==> config.mk <==
export PLATFORM = sky130hd
export DESIGN_NAME = fpdiv_frac
export DESIGN_NICKNAME = d
export VERILOG_FILES = /design/src/source/fpdiv_fmt_pkg.sv /design/src/source/srt_pkg.sv /design/src/source/srt_ctrl.sv /design/src/source/srt_prescale.sv /design/src/source/srt_r4_qds.sv /design/src/source/srt_r4_stage.sv /design/src/source/srt_iter_core.sv /design/src/source/srt_post.sv /design/src/source/fpdiv_frac.sv
export SDC_FILE = /design/constraint.sdc
export NUM_CORES = 2
export LEC_CHECK = 0
export ABC_AREA = 0
export BUFFER_PORTS_ARGS = -buffer_cell sky130_fd_sc_hd__buf_4
export CAP_MARGIN = 20
export CORE_UTILIZATION = 40
export DETAILED_ROUTE_END_ITERATION = 7
export PLACE_DENSITY = 0.57
export SYNTH_ARGS = -nofsm -noshare
export SYNTH_HDL_FRONTEND = slang
export SYNTH_HIERARCHICAL = 1
export SYNTH_SLANG_ARGS = --single-unit
==> constraint.sdc <==
create_clock -name clk -period 33.1 [get_ports clk]
set_clock_uncertainty 0.05 [all_clocks]
set_input_delay 6.62 -clock clk [delete_from_list [all_inputs] [get_ports clk]]
set_output_delay 6.62 -clock clk [all_outputs]
set_load 0.01 [all_outputs]
==> src/source/fpdiv_fmt_pkg.sv <==
package fpdiv_fmt_pkg;

	// ========================================
	// floating-point format encoding
	// ========================================

	// format code as seen on the start interface
	typedef enum logic [1:0] {
		FMT_FP16 = 2'd0,
		FMT_FP32 = 2'd1,
		FMT_FP64 = 2'd2
	} fp_format_e;

	// input significand width, widest format
	localparam int FRAC_W = 53;
	// quotient width presented at the output
	localparam int QUO_OUT_W = 55;

	// significand widths with the hidden bit
	localparam int FP16_FRAC_W = 11;
	localparam int FP32_FRAC_W = 24;
	localparam int FP64_FRAC_W = 53;

	// ========================================
	// iteration counts
	// ========================================

	// counter width, enough for the fp64 count
	localparam int ITER_CNT_W = 4;
	// initial counter values, one below the number of iteration cycles
	// each cycle retires three radix-4 digits
	localparam logic [ITER_CNT_W-1:0] ITER_CNT_FP16 = 4'd1;
	localparam logic [ITER_CNT_W-1:0] ITER_CNT_FP32 = 4'd3;
	localparam logic [ITER_CNT_W-1:0] ITER_CNT_FP64 = 4'd8;

	// significand word, field sits in the low bits
	typedef logic [FRAC_W-1:0] frac_t;

endpackage

==> src/source/srt_pkg.sv <==
package srt_pkg;

	// ========================================
	// recurrence widths
	// ========================================

	// sign + 2 integer bits + 53 frac bits + 3 scaling bits + 1 lsb
	// unit weight of the remainder sits at bit 57
	localparam int REM_W = 60;
	// 53-bit operand times the 5-bit scaling factor
	localparam int SCALED_W = 58;
	// 28 radix-4 digits for fp64
	localparam int QUO_W = 56;
	// remainder estimate bits read by digit selection
	localparam int QDS_REM_W = 6;
	// radix-4 steps chained in one clock
	localparam int STAGES_PER_CYCLE = 3;

	// ========================================
	// quotient digits
	// ========================================

	// one-hot digit, -2 at the top and +2 at the bottom
	typedef logic [4:0] quo_dig_t;
	localparam int DIG_NEG2 = 4;
	localparam int DIG_NEG1 = 3;
	localparam int DIG_ZERO = 2;
	localparam int DIG_POS1 = 1;
	localparam int DIG_POS2 = 0;

	// partial remainder in carry-save form
	typedef struct packed {
		logic [REM_W-1:0] sum;
		logic [REM_W-1:0] carry;
	} rem_cs_t;

	// signed-digit quotient as two plain vectors
	typedef struct packed {
		logic [QUO_W-1:0] pos;
		logic [QUO_W-1:0] neg;
	} quo_pair_t;

	// divisor multiples ready for the 3:2 adder
	// negative ones are inverted, the +1 enters as carry-in
	typedef struct packed {
		logic [REM_W-1:0] pos_2;
		logic [REM_W-1:0] pos_1;
		logic [REM_W-1:0] neg_1;
		logic [REM_W-1:0] neg_2;
	} divisor_mults_t;

	// one-hot controller state
	typedef enum logic [4:0] {
		ST_IDLE  = 5'b00001,
		ST_SETUP = 5'b00010,
		ST_ITER  = 5'b00100,
		ST_POST  = 5'b01000,
		ST_DONE  = 5'b10000
	} ctrl_state_e;

endpackage

==> src/source/srt_ctrl.sv <==
`timescale 1ns/1ps

module srt_ctrl
	import fpdiv_fmt_pkg::*;
	import srt_pkg::*;
(
	input  logic        clk,
	input  logic        rst_n,
	input  logic        start_valid_i,
	input  logic        finish_ready_i,
	input  logic        flush_i,
	input  fp_format_e  fp_format_i,
	output ctrl_state_e state_o,
	output logic        start_ready_o,
	output logic        finish_valid_o
);

	ctrl_state_e           state_d;
	ctrl_state_e           state_q;
	logic [ITER_CNT_W-1:0] iter_cnt_init;
	logic [ITER_CNT_W-1:0] iter_cnt_q;
	logic                  last_iter;

	// ========================================
	// iteration counter
	// ========================================

	always_comb begin
		case (fp_format_i)
			FMT_FP16: iter_cnt_init = ITER_CNT_FP16;
			FMT_FP32: iter_cnt_init = ITER_CNT_FP32;
			default:  iter_cnt_init = ITER_CNT_FP64;
		endcase
	end

	// reloaded every idle cycle, the handshake cycle wins
	always_ff @(posedge clk) begin
		if (state_q == ST_IDLE) begin
			iter_cnt_q <= iter_cnt_init;
		end else if (state_q == ST_ITER) begin
			iter_cnt_q <= iter_cnt_q - 1'b1;
		end
	end

	assign last_iter = (iter_cnt_q == '0);

	// ========================================
	// state machine
	// ========================================

	always_comb begin
		unique case (state_q)
			ST_IDLE:  state_d = start_valid_i ? ST_SETUP : ST_IDLE;
			ST_SETUP: state_d = ST_ITER;
			ST_ITER:  state_d = last_iter ? ST_POST : ST_ITER;
			ST_POST:  state_d = ST_DONE;
			ST_DONE:  state_d = finish_ready_i ? ST_IDLE : ST_DONE;
			default:  state_d = ST_IDLE;
		endcase
		// flush beats any handshake
		if (flush_i) begin
			state_d = ST_IDLE;
		end
	end

	always_ff @(posedge clk or negedge rst_n) begin
		if (!rst_n) begin
			state_q <= ST_IDLE;
		end else begin
			state_q <= state_d;
		end
	end

	// handshakes decoded straight from the one-hot state
	assign start_ready_o  = (state_q == ST_IDLE);
	assign finish_valid_o = (state_q == ST_DONE);
	assign state_o        = state_q;

endmodule

==> src/source/srt_prescale.sv <==
`timescale 1ns/1ps

module srt_prescale
	import fpdiv_fmt_pkg::*;
	import srt_pkg::*;
(
	input  fp_format_e          fp_format_i,
	input  frac_t               a_frac_i,
	input  frac_t               b_frac_i,
	output rem_cs_t             init_rem_o,
	output quo_pair_t           init_quo_o,
	output logic [SCALED_W-1:0] scaled_div_o
);

	// 1.5 in units of 1/8, the +1/+2 boundary for the first digit
	localparam logic [4:0] FIRST_POS2_MIN = 5'd12;

	frac_t               a_align;
	frac_t               b_align;
	logic [2:0]          factor_sel;
	logic [4:0]          factor;
	logic [SCALED_W-1:0] scaled_a;
	logic [SCALED_W-1:0] scaled_b;
	logic                a_lt_b;
	logic [SCALED_W:0]   dividend;
	logic [REM_W-1:0]    div_ext;
	logic                first_pos_2;

	// ========================================
	// alignment
	// ========================================

	// field moved to the top of 53 bits, junk above the field dropped
	always_comb begin
		case (fp_format_i)
			FMT_FP16: begin
				a_align = {a_frac_i[FP16_FRAC_W-1:0], {(FRAC_W-FP16_FRAC_W){1'b0}}};
				b_align = {b_frac_i[FP16_FRAC_W-1:0], {(FRAC_W-FP16_FRAC_W){1'b0}}};
			end
			FMT_FP32: begin
				a_align = {a_frac_i[FP32_FRAC_W-1:0], {(FRAC_W-FP32_FRAC_W){1'b0}}};
				b_align = {b_frac_i[FP32_FRAC_W-1:0], {(FRAC_W-FP32_FRAC_W){1'b0}}};
			end
			default: begin
				a_align = a_frac_i[FP64_FRAC_W-1:0];
				b_align = b_frac_i[FP64_FRAC_W-1:0];
			end
		endcase
	end

	// ========================================
	// scaling
	// ========================================

	// three divisor bits below the hidden bit
	assign factor_sel = b_align[FRAC_W-2 -: 3];

	// factor/16 brings the divisor into roughly [63/64, 9/8)
	always_comb begin
		case (factor_sel)
			3'd0:    factor = 5'd16;
			3'd1:    factor = 5'd14;
			3'd2:    factor = 5'd13;
			3'd3:    factor = 5'd12;
			3'd4:    factor = 5'd11;
			3'd5:    factor = 5'd10;
			default: factor = 5'd9;
		endcase
	end

	assign scaled_a = a_align * factor;
	assign scaled_b = b_align * factor;
	assign a_lt_b   = (scaled_a < scaled_b);

	// dividend doubled when below the divisor, so the quotient lands in [1, 2)
	assign dividend = a_lt_b ? {scaled_a, 1'b0} : {1'b0, scaled_a};

	// ========================================
	// first digit and initial remainder
	// ========================================

	// unit weight at bit 57, low bit carries the +1 of the negation
	assign init_rem_o.sum = {dividend, 1'b1};

	// exact dividend, so 5 bits are enough for the compare
	assign first_pos_2 = (init_rem_o.sum[REM_W-2 -: 5] >= FIRST_POS2_MIN);

	// subtract 2D or 1D through the inverted multiple
	assign div_ext          = {1'b0, scaled_b, 1'b0};
	assign init_rem_o.carry = first_pos_2 ? ~{div_ext[REM_W-2:0], 1'b0} : ~div_ext;

	// integer digit as 2'b10 or 2'b01
	assign init_quo_o.pos = {{(QUO_W-2){1'b0}}, first_pos_2, ~first_pos_2};
	assign init_quo_o.neg = '0;

	assign scaled_div_o = scaled_b;

endmodule

==> src/source/srt_r4_qds.sv <==
`timescale 1ns/1ps

module srt_r4_qds
	import srt_pkg::*;
(
	input  logic [QDS_REM_W-1:0] rem_top_i,
	output quo_dig_t             quo_dig_o
);

	// thresholds on 4*w in units of 1/8
	// hold for the scaled divisor range with a truncated carry-save estimate
	localparam logic signed [QDS_REM_W-1:0] M_POS2 = 6'sd12;
	localparam logic signed [QDS_REM_W-1:0] M_POS1 = 6'sd4;
	localparam logic signed [QDS_REM_W-1:0] M_ZERO = -6'sd4;
	localparam logic signed [QDS_REM_W-1:0] M_NEG1 = -6'sd13;

	logic signed [QDS_REM_W-1:0] rem_est;

	// two's complement, weights -4 down to 1/8
	assign rem_est = rem_top_i;

	always_comb begin
		quo_dig_o = '0;
		if (rem_est >= M_POS2) begin
			quo_dig_o[DIG_POS2] = 1'b1;
		end else if (rem_est >= M_POS1) begin
			quo_dig_o[DIG_POS1] = 1'b1;
		end else if (rem_est >= M_ZERO) begin
			quo_dig_o[DIG_ZERO] = 1'b1;
		end else if (rem_est >= M_NEG1) begin
			quo_dig_o[DIG_NEG1] = 1'b1;
		end else begin
			// deepest negative region
			quo_dig_o[DIG_NEG2] = 1'b1;
		end
	end

endmodule

==> src/source/srt_r4_stage.sv <==
`timescale 1ns/1ps

module srt_r4_stage
	import srt_pkg::*;
(
	input  rem_cs_t        rem_i,
	input  quo_pair_t      quo_i,
	input  divisor_mults_t mults_i,
	output rem_cs_t        rem_o,
	output quo_pair_t      quo_o
);

	logic [QDS_REM_W-1:0] rem_top;
	quo_dig_t             quo_dig;
	logic [REM_W-1:0]     sum_sh;
	logic [REM_W-1:0]     carry_sh;
	logic [REM_W-1:0]     mult_sel;
	logic                 mult_neg;
	logic [REM_W-1:0]     maj;

	// ========================================
	// digit selection
	// ========================================

	// top of w becomes the top of 4*w after the shift
	// short carry-propagate add, wraps in 6 bits
	assign rem_top = rem_i.sum[REM_W-3 -: QDS_REM_W] + rem_i.carry[REM_W-3 -: QDS_REM_W];

	srt_r4_qds u_qds (
		.rem_top_i (rem_top),
		.quo_dig_o (quo_dig)
	);

	// ========================================
	// remainder update
	// ========================================

	assign sum_sh   = {rem_i.sum[REM_W-3:0], 2'b00};
	assign carry_sh = {rem_i.carry[REM_W-3:0], 2'b00};

	// negative digit adds a positive multiple and vice versa
	// zero digit leaves the multiple at zero
	assign mult_sel =
		  ({REM_W{quo_dig[DIG_NEG2]}} & mults_i.pos_2)
		| ({REM_W{quo_dig[DIG_NEG1]}} & mults_i.pos_1)
		| ({REM_W{quo_dig[DIG_POS1]}} & mults_i.neg_1)
		| ({REM_W{quo_dig[DIG_POS2]}} & mults_i.neg_2);

	// completes the two's complement of the inverted multiple
	assign mult_neg = quo_dig[DIG_POS1] | quo_dig[DIG_POS2];

	// 3:2 compression
	assign maj = (sum_sh & carry_sh) | (sum_sh & mult_sel) | (carry_sh & mult_sel);

	assign rem_o.sum   = sum_sh ^ carry_sh ^ mult_sel;
	// carry moves up one, carry-in fills the free lsb
	assign rem_o.carry = {maj[REM_W-2:0], mult_neg};

	// ========================================
	// quotient append
	// ========================================

	// +2 and -2 go to the upper bit of the pair
	assign quo_o.pos = {quo_i.pos[QUO_W-3:0], quo_dig[DIG_POS2], quo_dig[DIG_POS1]};
	assign quo_o.neg = {quo_i.neg[QUO_W-3:0], quo_dig[DIG_NEG2], quo_dig[DIG_NEG1]};

endmodule

==> src/source/srt_iter_core.sv <==
`timescale 1ns/1ps

module srt_iter_core
	import srt_pkg::*;
(
	input  logic                clk,
	input  ctrl_state_e         state_i,
	input  rem_cs_t             init_rem_i,
	input  quo_pair_t           init_quo_i,
	input  logic [SCALED_W-1:0] scaled_div_i,
	output rem_cs_t             rem_o,
	output quo_pair_t           quo_o,
	output logic [REM_W-1:0]    divisor_o
);

	rem_cs_t             rem_q;
	quo_pair_t           quo_q;
	logic [SCALED_W-1:0] div_q;
	logic [REM_W-1:0]    div_ext;
	divisor_mults_t      mults;
	rem_cs_t             rem_chain [STAGES_PER_CYCLE+1];
	quo_pair_t           quo_chain [STAGES_PER_CYCLE+1];

	// ========================================
	// iteration registers
	// ========================================

	// idle keeps sampling the prescaler
	// iter takes three digits per clock
	// setup, post and done hold
	always_ff @(posedge clk) begin
		if (state_i == ST_IDLE) begin
			rem_q <= init_rem_i;
			quo_q <= init_quo_i;
			div_q <= scaled_div_i;
		end else if (state_i == ST_ITER) begin
			rem_q <= rem_chain[STAGES_PER_CYCLE];
			quo_q <= quo_chain[STAGES_PER_CYCLE];
		end
	end

	// divisor aligned to the remainder, unit at bit 57
	assign div_ext = {1'b0, div_q, 1'b0};

	// multiples built once, shared by every stage
	assign mults.pos_1 = div_ext;
	assign mults.pos_2 = {div_ext[REM_W-2:0], 1'b0};
	assign mults.neg_1 = ~mults.pos_1;
	assign mults.neg_2 = ~mults.pos_2;

	// ========================================
	// chained radix-4 stages
	// ========================================

	assign rem_chain[0] = rem_q;
	assign quo_chain[0] = quo_q;

	for (genvar i = 0; i < STAGES_PER_CYCLE; i++) begin : g_stage
		srt_r4_stage u_stage (
			.rem_i   (rem_chain[i]),
			.quo_i   (quo_chain[i]),
			.mults_i (mults),
			.rem_o   (rem_chain[i+1]),
			.quo_o   (quo_chain[i+1])
		);
	end

	assign rem_o     = rem_q;
	assign quo_o     = quo_q;
	assign divisor_o = div_ext;

endmodule

==> src/source/srt_post.sv <==
`timescale 1ns/1ps

module srt_post
	import fpdiv_fmt_pkg::*;
	import srt_pkg::*;
(
	input  rem_cs_t                rem_i,
	input  quo_pair_t              quo_i,
	output logic [QUO_OUT_W-1:0]   quo_o
);

	logic [REM_W-1:0] rem_nr;
	logic             rem_neg;
	logic [QUO_W-1:0] quo_nr;

	// full add only for the sign of the last remainder
	assign rem_nr  = rem_i.sum + rem_i.carry;
	assign rem_neg = rem_nr[REM_W-1];

	// negative remainder means the digits overshot by one ulp
	assign quo_nr = quo_i.pos - quo_i.neg - {{(QUO_W-1){1'b0}}, rem_neg};

	// top bit is always clear once corrected
	assign quo_o = quo_nr[QUO_OUT_W-1:0];

endmodule

==> src/source/fpdiv_frac.sv <==
`timescale 1ns/1ps

module fpdiv_frac
	import fpdiv_fmt_pkg::*;
	import srt_pkg::*;
(
	input  logic                 clk,
	input  logic                 rst_n,
	input  logic                 start_valid_i,
	output logic                 start_ready_o,
	input  logic                 flush_i,
	input  fp_format_e           fp_format_i,
	input  frac_t                a_frac_i,
	input  frac_t                b_frac_i,
	output logic                 finish_valid_o,
	input  logic                 finish_ready_i,
	output logic [QUO_OUT_W-1:0] fpdiv_frac_o
);

	ctrl_state_e         state;
	rem_cs_t             init_rem;
	quo_pair_t           init_quo;
	logic [SCALED_W-1:0] scaled_div;
	rem_cs_t             rem;
	quo_pair_t           quo;

	// ========================================
	// control
	// ========================================

	srt_ctrl u_ctrl (
		.clk            (clk),
		.rst_n          (rst_n),
		.start_valid_i  (start_valid_i),
		.finish_ready_i (finish_ready_i),
		.flush_i        (flush_i),
		.fp_format_i    (fp_format_i),
		.state_o        (state),
		.start_ready_o  (start_ready_o),
		.finish_valid_o (finish_valid_o)
	);

	// ========================================
	// datapath
	// ========================================

	// purely combinational from the start inputs
	srt_prescale u_prescale (
		.fp_format_i  (fp_format_i),
		.a_frac_i     (a_frac_i),
		.b_frac_i     (b_frac_i),
		.init_rem_o   (init_rem),
		.init_quo_o   (init_quo),
		.scaled_div_o (scaled_div)
	);

	// extended divisor only serves a remainder fix-up
	// the fraction result needs just the remainder sign
	srt_iter_core u_core (
		.clk          (clk),
		.state_i      (state),
		.init_rem_i   (init_rem),
		.init_quo_i   (init_quo),
		.scaled_div_i (scaled_div),
		.rem_o        (rem),
		.quo_o        (quo),
		.divisor_o    ()
	);

	// result held by the core registers while done waits for ready
	srt_post u_post (
		.rem_i (rem),
		.quo_i (quo),
		.quo_o (fpdiv_frac_o)
	);

endmodule

### Yosys cells after proc, flatten, opt, wreduce, memory -nomap -nowiden

Cells that the tools add are included.

* flip-flop bits (word level): 298
* input bits: 113
* output and inout bits: 57
* word-level logic and storage cells: 138

* add/sub/neg operators: 7
* $mul: 2
* $lt $le $gt $ge: 14
* equality and inequality tests: 11
* muxes and demuxes: 41
* bitwise operators: 50
* reduce and logical (&&, ||, !) cells: 4

Operators by type and width (number)
* $and 58x58->58: 8
* $or 58x58->58: 6
* $and 57x57->57: 6
* $mux 120: 2
* $xor 58x58->58: 4
* $or 57x57->57: 4
* $pmux 53 s2: 2
* $and 60x60->60: 3
* $or 60x60->60: 3
* $and 59x59->59: 3
* $not 59->60: 2
* $not 60->60: 2
* $xor 60x60->60: 2
* $or 59x59->59: 2
* $mul 53x5->58: 2
* $mux 58: 2
* $add 60x60->60: 1
* $and 60x59->60: 1
* $mux 60: 1
* $mux 59: 1
* $lt 58x58->1: 1
* $sub 55x1->55: 1
* $sub 55x55->55: 1
* $ge 6x5->1 const B: 6
* 28 further kinds: 63

### Longest topological paths before layout

* depth in word-level cells: 41
* gate-level depth with buffers: 44
* mapped depth without buffers: 38

### Cells and area by module

Netlist, hierarchy kept.

Modules (own cells, without submodules)
* srt_prescale: times used 1, cells each 2851, area an instance 21115.3 um^2, sequential area each 0.0 um^2
* srt_iter_core: times used 1, cells each 903, area an instance 13950.9 um^2, sequential area each 8708.4 um^2
* srt_post: times used 1, cells each 823, area an instance 5744.3 um^2, sequential area each 0.0 um^2
* srt_r4_stage at u_core.g_stage[0].u_stage: times used 1, cells each 568, area an instance 4598.2 um^2, sequential area each 0.0 um^2
* srt_r4_stage at u_core.g_stage[2].u_stage: times used 1, cells each 568, area an instance 4596.9 um^2, sequential area each 0.0 um^2
* srt_r4_stage at u_core.g_stage[1].u_stage: times used 1, cells each 568, area an instance 4594.4 um^2, sequential area each 0.0 um^2
* srt_ctrl: times used 1, cells each 56, area an instance 580.6 um^2, sequential area each 246.5 um^2
* srt_r4_qds: times used 3, cells each 11, area an instance 65.1 um^2, sequential area each 0.0 um^2

### Worst setup path before layout

Ideal clock, no wire load.

* path type: reg-to-reg
* start: reg u_ctrl.state_q[4], in the netlist u_ctrl/state_o[4]
* end: reg u_core.quo_q, in the netlist u_core/quo_o[0] (enable)
* setup time: 1391 ps
* arrival time: 22433 ps
* required time: 31659 ps
* setup slack: 9226 ps
* stages on the path, launching flop included: 2
* path buffers: 0
* period minus slack after synthesis: 23874 ps
* path through: dfrtp_1 -> nor4_1

* cells in the longest elaborated chain, start to end: 1
* elaborated cells between the ends (all ways): 2
* those cells by class: eq/ne (2)

RTL lines
* start: declaration: line srt_ctrl.sv:19 `ctrl_state_e state_q;`
* start signal: assignment: line srt_ctrl.sv:70 `state_q <= state_d;`
* $eq 5x3->1 or $eq 5x1->1 (tied branches): line srt_iter_core.sv:36, srt_iter_core.sv:32
* end signal: assignment: line srt_iter_core.sv:34 `quo_q <= init_quo_i;`
* end signal: assignment: line srt_iter_core.sv:38 `quo_q <= quo_chain[STAGES_PER_CYCLE];`
* end: declaration: line srt_iter_core.sv:17 `quo_pair_t quo_q;`

Parallel ways exist; a longest one is shown, timed or not.
A chain may end at the register's enable or synchronous reset.

==> out/metrics.cfg <==
[outcome]
status = completed

[min_path]
hp-class = reg -> reg

[drt]
vias_per_cell = 5.27
dr.pass1.iters = 6
totalWireLength_um = 149000
drc = 0
ant_nets = 0
wl_per_cell_um = 19.8
num_vias = 39756
drt_iter0_drc = 2958

[clock_network]
cts-resized-gates = 0
clk_pin_slew_ns = 0.06
max-clock-path-buffers = 3
clock_latency_ns = 0.57
cts_buffers = 35
cts_tree = yes
cts_root_buffer = clkbuf_16
hold_buffers = 0
htree_levels = 2
clock-sinks = 297
postCtsSetupBuffers = 0

[yosys]
synthCells = 6256
syn_avg_cell_area_um2 = 8.70
netlist_area_um2 = 54400
yosys_warnings = 6

[sta]
setup_tns_ns = 0
min_period_ns = 19.11
final_hold_viol_count = 0
fmax_mhz = 52.3
worst_slew_pin_slew_ns = 1.13
slew_violations = 0
slew_headroom_pct = 23.8
setup_ws_ns = 13.99
hold_ws_ns = 0.509
finalSetupViolations = 0
period_share_pct = 57.7
rsz0062_at_grt = false

[die]
num_rows = 135
die_w_um = 371
initial_core_util_pct = 40.2
die_h_um = 371
coreArea_um2 = 135000
io_pins = 170
dieArea_um2 = 138000

[run]
maxCapViolations = 0

[setup_path]
cp_num_buf_inv = 9
worst_path_most_repeated_cell = buf_4
critical_path_class = in -> reg
crit_path_max_fanout = 66
critPathLaunchType = input port
slowest_delay_ns = 0.78
slowest_stage = o41ai_1
worstPathArrival_ns = 19.36
crit_family = compound AO/OA/AOI/OAI gates
cp-end-kind = flop
cp_data_required_time_ns = 33.35

[finish]
final_nets = 6690
synthToLayoutAreaGrowth_pct = -1.25
nFillCells = 13658
fin_area_um2 = 53800
drive_gt1_share_pct = 11.8

[placed_design]
place_congestion = 0.938
placement.cell_area_um2 = 52600
pre_cts_slack_ns = 13.54
dp_hpwl_um = 118000
io_buffers = 169

[global_route]
first_global_vias = 40167
grt-ovfl-total = 0
antenna_found_initial = 2
grt_max_degree = 149
grt_pass1_wl_um = 236000
grt_use_total_pct = 21.7

[placed cells by master (no fill, tap or decap), types with 8 or more instances in the layout]
cell          n
a211oi_1     29
a21o_1      117
a21oi_1     239
a221oi_1      8
a221oi_2    171
a22o_1      177
a22oi_1      24
a31oi_1      18
and2_1       16
and3_1       14
and4_1        9
buf_4       210
clkbuf_16    37
conb_1      141
edfxtp_1    292
fa_1        480
ha_1        368
inv_1      1361
mux2_1      122
mux2_2      151
mux2i_1      85
nand2_1     331
nand2b_1     38
nand3_1      86
nand4_1      59
nor2_1      486
nor2b_1      21
nor3_1       30
o211ai_1     15
o21a_1       32
o21ai_0     145
o21bai_1     29
o31ai_1       9
or2_2        15
xnor2_1     106
xor2_1       61
[routing by layer]
| metal | GRT usage, % | vias to the layer above | wire, um |
|---|---|---|---|
| met5 | 0 | - | 0 |
| met4 | 6.47 | 0 | 4480 |
| met3 | 1.96 | 178 | 8080 |
| met2 | 34.6 | 1307 | 66500 |
| met1 | 31.2 | 19530 | 70200 |
| li1 | - | 18741 | - |
[state kept, by name, summed over array words and instances (netlist names)]
register / count
u_core/rem_o: 120
u_core/quo_o: 110
u_core/div_q: 58
u_ctrl/state_o: 5
u_ctrl/iter_cnt_q: 4
[area by class of cell]
| class | instances | area (um2) | area share [%] |
|---|---|---|---|
| repair buffers | 212 | 1610 | 2.99 |
| clock inverters | 19 | 176 | 0.328 |
| inverters | 1362 | 5110 | 9.51 |
| flip-flops and latches | 297 | 8890 | 16.5 |
| clock buffers | 44 | 952 | 1.77 |
| diodes | 1 | 2.50 | 0.00465 |
| multi-input cells | 3821 | 34800 | 64.7 |
| well taps | 1781 | 2230 | 4.14 |
[stage by stage]
stage,std cells,utilization (%)
6_report,7537,39.7
5_1_grt,7536,39.7
4_1_cts,7536,39.7
3_5_place_dp,7473,38.9
3_3_place_gp,7472,38.9
2_1_floorplan,6390,-
[worst paths after layout]
| path | depth (start not counted) | start | slack [ns] | to |
|---|---|---|---|---|
| min in group asynchronous | 1 | rst_n | 5.79 | u_ctrl/state_o[2]$_DFF_PN0_ |
| max | 40 | fp_format_i[0] | 13.99 | u_core/rem_o[13]$_DFFE_PP_ |
| max reg2reg | 36 | u_core/rem_o[112]$_DFFE_PP_ | 22.39 | u_core/rem_o[92]$_DFFE_PP_ |
| min | 1 | u_core/quo_o[67]$_DFFE_PP_ | 0.51 | u_core/quo_o[73]$_DFFE_PP_ |
| max in group asynchronous | 1 | rst_n | 27.01 | u_ctrl/state_o[0]$_DFF_PN1_ |
| min reg2reg | 1 | u_core/quo_o[67]$_DFFE_PP_ | 0.51 | u_core/quo_o[73]$_DFFE_PP_ |
Power is left out: the tool's default activity adds up to more than one toggle a clock period on the data nets, which glitch-free logic cannot reach.
